<file path="src/hw/apb_pkg.sv">
/* APB bus widths and types shared by every link in the design.
   One transfer is in flight per link and there is no PSLVERR or PPROT. */
package apb_pkg;

    ////////////////////////////////////////////////////////////
    // bus widths
    ////////////////////////////////////////////////////////////
    localparam int ADDR_WIDTH = 16;
    localparam int DATA_WIDTH = 16;

    // external masters sharing the bus
    localparam int NUM_MASTERS = 2;

    typedef logic [ADDR_WIDTH-1:0] addr_t;
    typedef logic [DATA_WIDTH-1:0] data_t;

    // names one master, wide enough for NUM_MASTERS
    typedef logic [$clog2(NUM_MASTERS)-1:0] master_id_t;

    ////////////////////////////////////////////////////////////
    // arbiter FSM
    ////////////////////////////////////////////////////////////
    typedef enum logic [1:0] {
        idle   = 2'd0,
        setup  = 2'd1,
        access = 2'd2
    } arb_state_e;

endpackage

</file>
<file path="src/hw/soc_map_pkg.sv">
/* Address map and sizes of the slaves. Regions are 4 KB, picked by addr[15:12];
   regions other than GPIO and RAM are unmapped and read as zero. */
package soc_map_pkg;

    ////////////////////////////////////////////////////////////
    // address map
    ////////////////////////////////////////////////////////////
    localparam int REGION_MSB = 15;
    localparam int REGION_LSB = 12;

    localparam logic [REGION_MSB-REGION_LSB:0] REGION_GPIO = 4'h0;
    localparam logic [REGION_MSB-REGION_LSB:0] REGION_BRAM = 4'h1;

    typedef enum logic [1:0] {
        sel_gpio = 2'd0,
        sel_bram = 2'd1,
        sel_none = 2'd2
    } slave_sel_e;

    ////////////////////////////////////////////////////////////
    // slave sizes
    ////////////////////////////////////////////////////////////
    // must not exceed the bus data width
    localparam int GPIO_PINS = 16;

    localparam int BRAM_DEPTH = 64;
    localparam int BRAM_ADDR_BITS = $clog2(BRAM_DEPTH);

    // soft reset stretch after the external reset
    localparam int RESET_HOLD_CYCLES = 8;
    localparam int HOLD_COUNT_BITS = $clog2(RESET_HOLD_CYCLES + 1);

endpackage

</file>
<file path="src/hw/apb_if.sv">
/* One APB link without clock or reset. The master holds the request
   signals stable from psel until pready is seen at a rising edge. */
`timescale 1ns/1ps

interface apb_if;
    import apb_pkg::*;

    // request side, driven by the master
    addr_t paddr;
    logic  pwrite;
    logic  psel;
    logic  penable;
    data_t pwdata;

    // response side, driven by the slave
    data_t prdata;
    logic  pready;

    modport master (
        output paddr, pwrite, psel, penable, pwdata,
        input  prdata, pready
    );

    modport slave (
        input  paddr, pwrite, psel, penable, pwdata,
        output prdata, pready
    );

endinterface

</file>
<file path="src/hw/reset_hold.sv">
/* Stretches the external reset by RESET_HOLD_CYCLES clocks; the stretched
   soft reset also covers the whole time that reset is high. */
`timescale 1ns/1ps

module reset_hold (
    input  logic clk,
    input  logic reset,
    output logic soft_reset
);
    import soc_map_pkg::*;

    logic [HOLD_COUNT_BITS-1:0] count;

    // reload while reset is high, then run down to zero
    always_ff @(posedge clk) begin
        if (reset) begin
            count <= HOLD_COUNT_BITS'(RESET_HOLD_CYCLES);
        end else if (count != '0) begin
            count <= count - 1'b1;
        end
    end

    assign soft_reset = reset | (count != '0);

endmodule

</file>
<file path="src/hw/apb_arbiter.sv">
/* Round-robin arbiter for two APB masters onto one shared link. The waiting
   master sees pready low and must hold its request until it is served. */
`timescale 1ns/1ps

module apb_arbiter (
    input logic clk,
    input logic reset,
    apb_if.slave  m0,
    apb_if.slave  m1,
    apb_if.master shared
);
    import apb_pkg::*;

    arb_state_e state;
    master_id_t grant;
    master_id_t last_served;
    master_id_t pick;
    logic       any_req;
    logic       in_access;

    ////////////////////////////////////////////////////////////
    // request selection
    ////////////////////////////////////////////////////////////
    assign any_req = m0.psel | m1.psel;

    // on a tie the master not served last wins
    always_comb begin
        if (m0.psel && m1.psel) begin
            pick = ~last_served;
        end else if (m1.psel) begin
            pick = 1'b1;
        end else begin
            pick = 1'b0;
        end
    end

    ////////////////////////////////////////////////////////////
    // transfer FSM
    ////////////////////////////////////////////////////////////
    always_ff @(posedge clk) begin
        if (reset) begin
            state       <= idle;
            grant       <= 1'b0;
            last_served <= 1'b0;
        end else begin
            case (state)
                idle: begin
                    if (any_req) begin
                        state <= setup;
                        grant <= pick;
                    end
                end
                setup: begin
                    state <= access;
                end
                access: begin
                    // transfer ends on the edge where the slave is ready
                    if (shared.pready) begin
                        state       <= idle;
                        last_served <= grant;
                    end
                end
                default: begin
                    state <= idle;
                end
            endcase
        end
    end

    ////////////////////////////////////////////////////////////
    // shared bus request, muxed from the granted master
    ////////////////////////////////////////////////////////////
    assign in_access = (state == access);

    assign shared.psel    = (state != idle);
    assign shared.penable = in_access;

    always_comb begin
        if (grant == 1'b1) begin
            shared.paddr  = m1.paddr;
            shared.pwrite = m1.pwrite;
            shared.pwdata = m1.pwdata;
        end else begin
            shared.paddr  = m0.paddr;
            shared.pwrite = m0.pwrite;
            shared.pwdata = m0.pwdata;
        end
    end

    // response goes back to the granted master only
    assign m0.pready = in_access && (grant == 1'b0) && shared.pready;
    assign m1.pready = in_access && (grant == 1'b1) && shared.pready;

    assign m0.prdata = (grant == 1'b0) ? shared.prdata : '0;
    assign m1.prdata = (grant == 1'b1) ? shared.prdata : '0;

endmodule

</file>
<file path="src/hw/apb_decoder.sv">
/* Splits the shared link by addr[15:12] into GPIO and RAM. Unmapped regions
   answer in the first access cycle with zero data and discard writes. */
`timescale 1ns/1ps

module apb_decoder (
    apb_if.slave  up,
    apb_if.master gpio_side,
    apb_if.master bram_side
);
    import soc_map_pkg::*;

    slave_sel_e sel;

    always_comb begin
        case (up.paddr[REGION_MSB:REGION_LSB])
            REGION_GPIO: sel = sel_gpio;
            REGION_BRAM: sel = sel_bram;
            default:     sel = sel_none;
        endcase
    end

    ////////////////////////////////////////////////////////////
    // request fan-out, psel only to the selected slave
    ////////////////////////////////////////////////////////////
    assign gpio_side.paddr   = up.paddr;
    assign gpio_side.pwrite  = up.pwrite;
    assign gpio_side.penable = up.penable;
    assign gpio_side.pwdata  = up.pwdata;
    assign gpio_side.psel    = up.psel && (sel == sel_gpio);

    assign bram_side.paddr   = up.paddr;
    assign bram_side.pwrite  = up.pwrite;
    assign bram_side.penable = up.penable;
    assign bram_side.pwdata  = up.pwdata;
    assign bram_side.psel    = up.psel && (sel == sel_bram);

    ////////////////////////////////////////////////////////////
    // response merge
    ////////////////////////////////////////////////////////////
    always_comb begin
        case (sel)
            sel_gpio: begin
                up.prdata = gpio_side.prdata;
                up.pready = gpio_side.pready;
            end
            sel_bram: begin
                up.prdata = bram_side.prdata;
                up.pready = bram_side.pready;
            end
            default: begin
                // nothing there, complete at once
                up.prdata = '0;
                up.pready = up.psel && up.penable;
            end
        endcase
    end

endmodule

</file>
<file path="src/hw/gpio_apb.sv">
/* GPIO output register, no wait states. Every offset in the region maps to
   the same register; pins above bit GPIO_PINS-1 read as zero. */
`timescale 1ns/1ps

module gpio_apb (
    input  logic clk,
    input  logic reset,
    apb_if.slave bus,
    output logic [soc_map_pkg::GPIO_PINS-1:0] gpio
);
    import apb_pkg::*;
    import soc_map_pkg::*;

    logic [GPIO_PINS-1:0] gpio_q;
    logic                 access_cyc;

    assign access_cyc = bus.psel && bus.penable;

    // load on the access edge of a write
    always_ff @(posedge clk) begin
        if (reset) begin
            gpio_q <= '0;
        end else if (access_cyc && bus.pwrite) begin
            gpio_q <= bus.pwdata[GPIO_PINS-1:0];
        end
    end

    assign gpio = gpio_q;

    ////////////////////////////////////////////////////////////
    // bus response
    ////////////////////////////////////////////////////////////
    assign bus.pready = access_cyc;
    assign bus.prdata = data_t'(gpio_q);

endmodule

</file>
<file path="src/hw/bram_apb.sv">
/* Word-addressed RAM slave with one wait state; only addr[5:0] is decoded,
   so the region aliases every 64 words. Contents start undefined. */
`timescale 1ns/1ps

module bram_apb (
    input logic clk,
    input logic reset,
    apb_if.slave bus
);
    import apb_pkg::*;
    import soc_map_pkg::*;

    data_t mem [BRAM_DEPTH];

    logic [BRAM_ADDR_BITS-1:0] idx;
    data_t                     rdata_q;
    logic                      wait_q;
    logic                      access_cyc;
    logic                      first_edge;

    assign idx        = bus.paddr[BRAM_ADDR_BITS-1:0];
    assign access_cyc = bus.psel && bus.penable;
    assign first_edge = access_cyc && !wait_q;

    ////////////////////////////////////////////////////////////
    // wait state, set on the first access edge
    ////////////////////////////////////////////////////////////
    always_ff @(posedge clk) begin
        if (reset) begin
            wait_q <= 1'b0;
        end else if (access_cyc) begin
            wait_q <= ~wait_q;
        end
    end

    ////////////////////////////////////////////////////////////
    // memory array
    ////////////////////////////////////////////////////////////
    always_ff @(posedge clk) begin
        if (first_edge) begin
            if (bus.pwrite) begin
                mem[idx] <= bus.pwdata;
            end
            // old word, held until pready
            rdata_q <= mem[idx];
        end
    end

    assign bus.pready = access_cyc && wait_q;
    assign bus.prdata = rdata_q;

endmodule

</file>
<file path="src/hw/apb_soc.sv">
/* Two external APB masters sharing a GPIO register and a 64-word RAM.
   Transfers issued while the soft reset is held stall until it ends. */
`timescale 1ns/1ps

module apb_soc (
    input  logic                              clk,
    input  logic                              reset,
    // master 0
    input  apb_pkg::addr_t                    m0_paddr,
    input  logic                              m0_pwrite,
    input  logic                              m0_psel,
    input  logic                              m0_penable,
    input  apb_pkg::data_t                    m0_pwdata,
    output apb_pkg::data_t                    m0_prdata,
    output logic                              m0_pready,
    // master 1
    input  apb_pkg::addr_t                    m1_paddr,
    input  logic                              m1_pwrite,
    input  logic                              m1_psel,
    input  logic                              m1_penable,
    input  apb_pkg::data_t                    m1_pwdata,
    output apb_pkg::data_t                    m1_prdata,
    output logic                              m1_pready,
    output logic [soc_map_pkg::GPIO_PINS-1:0] gpio
);
    logic soft_reset;

    apb_if m0_bus ();
    apb_if m1_bus ();
    apb_if shared_bus ();
    apb_if gpio_bus ();
    apb_if bram_bus ();

    ////////////////////////////////////////////////////////////
    // master ports onto their links
    ////////////////////////////////////////////////////////////
    assign m0_bus.paddr   = m0_paddr;
    assign m0_bus.pwrite  = m0_pwrite;
    assign m0_bus.psel    = m0_psel;
    assign m0_bus.penable = m0_penable;
    assign m0_bus.pwdata  = m0_pwdata;
    assign m0_prdata      = m0_bus.prdata;
    assign m0_pready      = m0_bus.pready;

    assign m1_bus.paddr   = m1_paddr;
    assign m1_bus.pwrite  = m1_pwrite;
    assign m1_bus.psel    = m1_psel;
    assign m1_bus.penable = m1_penable;
    assign m1_bus.pwdata  = m1_pwdata;
    assign m1_prdata      = m1_bus.prdata;
    assign m1_pready      = m1_bus.pready;

    ////////////////////////////////////////////////////////////
    // blocks
    ////////////////////////////////////////////////////////////
    reset_hold reset_hold_inst (
        .clk        (clk),
        .reset      (reset),
        .soft_reset (soft_reset)
    );

    apb_arbiter arbiter_inst (
        .clk    (clk),
        .reset  (soft_reset),
        .m0     (m0_bus.slave),
        .m1     (m1_bus.slave),
        .shared (shared_bus.master)
    );

    apb_decoder decoder_inst (
        .up        (shared_bus.slave),
        .gpio_side (gpio_bus.master),
        .bram_side (bram_bus.master)
    );

    gpio_apb gpio_inst (
        .clk   (clk),
        .reset (soft_reset),
        .bus   (gpio_bus.slave),
        .gpio  (gpio)
    );

    bram_apb bram_inst (
        .clk   (clk),
        .reset (soft_reset),
        .bus   (bram_bus.slave)
    );

endmodule

</file>
<file path="config.mk">
export PLATFORM = sky130hd
export DESIGN_NAME = apb_soc
export DESIGN_NICKNAME = d
export VERILOG_FILES = /design/src/hw/apb_pkg.sv /design/src/hw/soc_map_pkg.sv /design/src/hw/apb_if.sv /design/src/hw/reset_hold.sv /design/src/hw/apb_arbiter.sv /design/src/hw/apb_decoder.sv /design/src/hw/gpio_apb.sv /design/src/hw/bram_apb.sv /design/src/hw/apb_soc.sv
export SDC_FILE = /design/constraint.sdc
export NUM_CORES = 1
export LEC_CHECK = 0
export BUFFER_PORTS_ARGS = -buffer_cell sky130_fd_sc_hd__buf_2
export CAP_MARGIN = 20
export CORE_MARGIN = 2
export CORE_UTILIZATION = 45
export CTS_CLUSTER_SIZE = 25
export DETAILED_ROUTE_END_ITERATION = 10
export SLEW_MARGIN = 20
export SYNTH_ARGS = -nofsm -noshare
export SYNTH_HDL_FRONTEND = slang
export SYNTH_HIERARCHICAL = 1
export SYNTH_SLANG_ARGS = --single-unit
</file>
<file path="constraint.sdc">
create_clock -name clk -period 3.5 [get_ports clk]
set_input_delay 0.35 -clock clk [delete_from_list [all_inputs] [get_ports clk]]
set_output_delay 0.35 -clock clk [all_outputs]
set_load 0.01 [all_outputs]
</file>
==> flow_summary.yaml <==
run_status:
  run_status: "finished, violations left"
  violations: "negative setup slack"
sta:
  tightestPinTransition_ps: 1010
  fin_skew_ps: 17.0
  rsz0062_at_grt: "true"
  finalHoldViolations: 0
  period_needed_ps: 3520
  relSlewSlack_pct: 32.8
  min_period_over_period_pct: 101
  setup_ws_ps: -18.1
  finalMaxSlewViolations: 0
  fmax_mhz: 284
  setup_viol_count_final: 1
finish:
  area_growth_pct: 17.5
  drive_above_1_share_pct: 24.6
  seqCellArea_um2: 31700
  multi_input_area_um2: 9290
  final_cell_count_no_fill: 4166
  final_util_pct: 53.2
  fin_area_um2: 49600
  n_fill_cell: 7356
  fin_nets: 2892
critical_path:
  required_ps: 4020
  crit_path_frequent_cell: "buf_12"
  critPathLaunchType: "flip-flop"
  cp-end-kind: "flip-flop"
  worstSetupPathType: "reg -> reg"
  worst_path_max_delay_cell: "nor2b_4"
  critPathArrivalTime_ps: 4030
  cp-endpoint: "bram_inst/bus.prdata[15]"
  worstPathMaxFanout: 18
  worst_path_largest_cell_delay_ps: 690
  r2r_cells: 10
  cp_cell_sequence: "buf_12 > buf_12 > mux2_8 > nor2b_4 > buf_4 > a22oi_1 > o22ai_1 > a221oi_1 > o21ai_1 > or3_1"
  r2r_start: "arbiter_inst/grant"
  r2r_end: "bram_inst/bus.prdata[15]"
  startpoint: "arbiter_inst/grant"
  rrSetupSlack_ps: -20
power:
  leakage_uw: 0.0162
  cellPowerDensity_nw_per_um2: 597
  irDropWorstVdd_mv: 0.410
  p_total_uw: 29600
logic_synthesis:
  syn_area_um2: 42200
  syn-instance-count: 2578
  synth_nets: 2652
  syn_area_per_cell_um2: 16.4
  synth_warnings: 6
placement:
  dpl-instance-area_um2: 45600
  hpwlAfterDp_mm: 76.5
  dp_cells: 3939
  globalplace.congestion: 0.896
  io_buffers: 107
cts:
  clk_pin_slew_ps: 60
  insertion_delay_ps: 690
  htree_levels: 3
  clock_path_buffers: 3
  cts_sinks: 1065
  cts_tree: "done"
  root_buffer: "clkbuf_16"
  numCtsBuffers: 108
route:
  wire_per_inst_um: 29.8
  drt_pass1_iterations: 6
  route.detailed.drc: 0
  viasPerCell: 6.18
  vias: 25800
  drt-total-wl_mm: 124
  detail-route-antenna-nets: 0
  drt_iter0_markers: 3519
worst_hold_path:
  min_path_type: "in -> reg"
  hold_depth: 3
global_route:
  grt_pass1_wl_mm: 177
  grt_usage_pct: 25.6
  grt_start_max_net_pins: 66
  grt_pass1_vias: 25100
  grt-ovfl-total: 0
  antenna_found_initial: 7
floorplanning:
  dieArea_um2: 96300
  core_um2: 93200
  die_x_um: 310
  die_y_um: 310
  ios: 122
  start_util_pct: 45.3
  rows: 112
flow_run:
  maxCapViolCount: 0
==> per-layer routing <==
layer / global-route usage (%) / wire [um] / vias up
met5: 0 / 0 / -
met4: 8.77 / 4560 / 0
met3: 4.96 / 12100 / 239
met2: 41.6 / 58800 / 1453
met1: 34.6 / 48800 / 13100
li1: - / - / 10900
==> worst max-delay path, delay by kind of cell, from the launching register on <==
kind | cells | cell delay, ps
buffers and inverters | 3 | 620
multiplexers | 1 | 410
flip-flops | 1 | 360
AND/OR/NAND/NOR | 2 | 950
AO/OA/AOI/OAI | 4 | 960
==> where the power goes <==
group	internal (uW)	leakage, uW	switching, uW
combinational	1110	0.00482	2220
clock	7090	0.00179	4930
sequential	14200	0.00955	22.0
total	22400	0.0162	7170
==> cells in the final DEF (no fill, tap or decap), types with 14 or more instances in the layout <==
cell type  count
a22oi_1      156
o221ai_1      17
a21oi_1       63
nor2b_1       20
o22ai_1       48
a221oi_1     237
nor2_2        65
o21ai_0       78
mux2_2        38
buf_2        107
nor2_1       130
clkinv_2      22
nand2b_1      42
clkinv_1      18
mux2i_1       81
clkbuf_1      23
nor3_1        29
buf_12        46
mux2_4        25
edfxtp_1    1040
buf_4        223
clkbuf_16    110
dfxtp_1       24
and2_1        18
bufinv_16     19
nand2_1       31
a22o_1        14
==> state kept, by name, indices dropped and copies added (netlist names) <==
name                      count
arbiter_inst/grant            1
arbiter_inst/last_served      1
arbiter_inst/state            2
bram_inst/bus.prdata         16
bram_inst/mem              1024
bram_inst/wait_q              1
gpio_inst/bus.prdata         16
reset_hold_inst/count         4
==> repair_timing <==
item / in CTS / in global routing
resized for setup: 6 / 13
gates cloned: 0 / 3
buffers inserted: 4 / 13
setup endpoints to repair: 2 / 9
hold endpoints to repair: 6 / 0
pin swaps: 0 / 3
hold buffers: 3 / 0
==> final cells by class <==
| cell class | count | share of cell area (%) |
|---|---|---|
| Tap cell | 1254 | 3.16 |
| Clock inverter | 72 | 1.83 |
| Antenna cell | 1 | 0.00505 |
| Sequential cell | 1065 | 64.0 |
| Multi-Input combinational cell | 1254 | 18.7 |
| Inverter | 5 | 0.0378 |
| Timing Repair Buffer | 384 | 6.61 |
| Clock buffer | 131 | 5.62 |
==> metrics by stage <==
| step | hold WS, ps | worst slack, ps | setup TNS (ps) |
|---|---|---|---|
| after floorplan | 419 | 120 | 0 |
| after global placement | 465 | 80.0 | 0 |
| after detailed placement | 481 | 53.0 | 0 |
| after global routing | 57.6 | -47.2 | -47.2 |
| after CTS | 51.5 | 20.9 | 0 |
| final | 69.6 | -18.1 | -18.1 |
==> worst min-delay path by stage <==
stage,start,end
after floorplan,reset,reset_hold_inst/count[2]
after global placement,arbiter_inst/last_served,arbiter_inst/last_served
after detailed placement,gpio_inst/bus.prdata[4],gpio_inst/bus.prdata[4]
after CTS,m1_psel,arbiter_inst/grant
after global routing,m1_psel,arbiter_inst/grant
final,m1_psel,arbiter_inst/grant
Note: power is estimated with default switching activity, not from simulation.
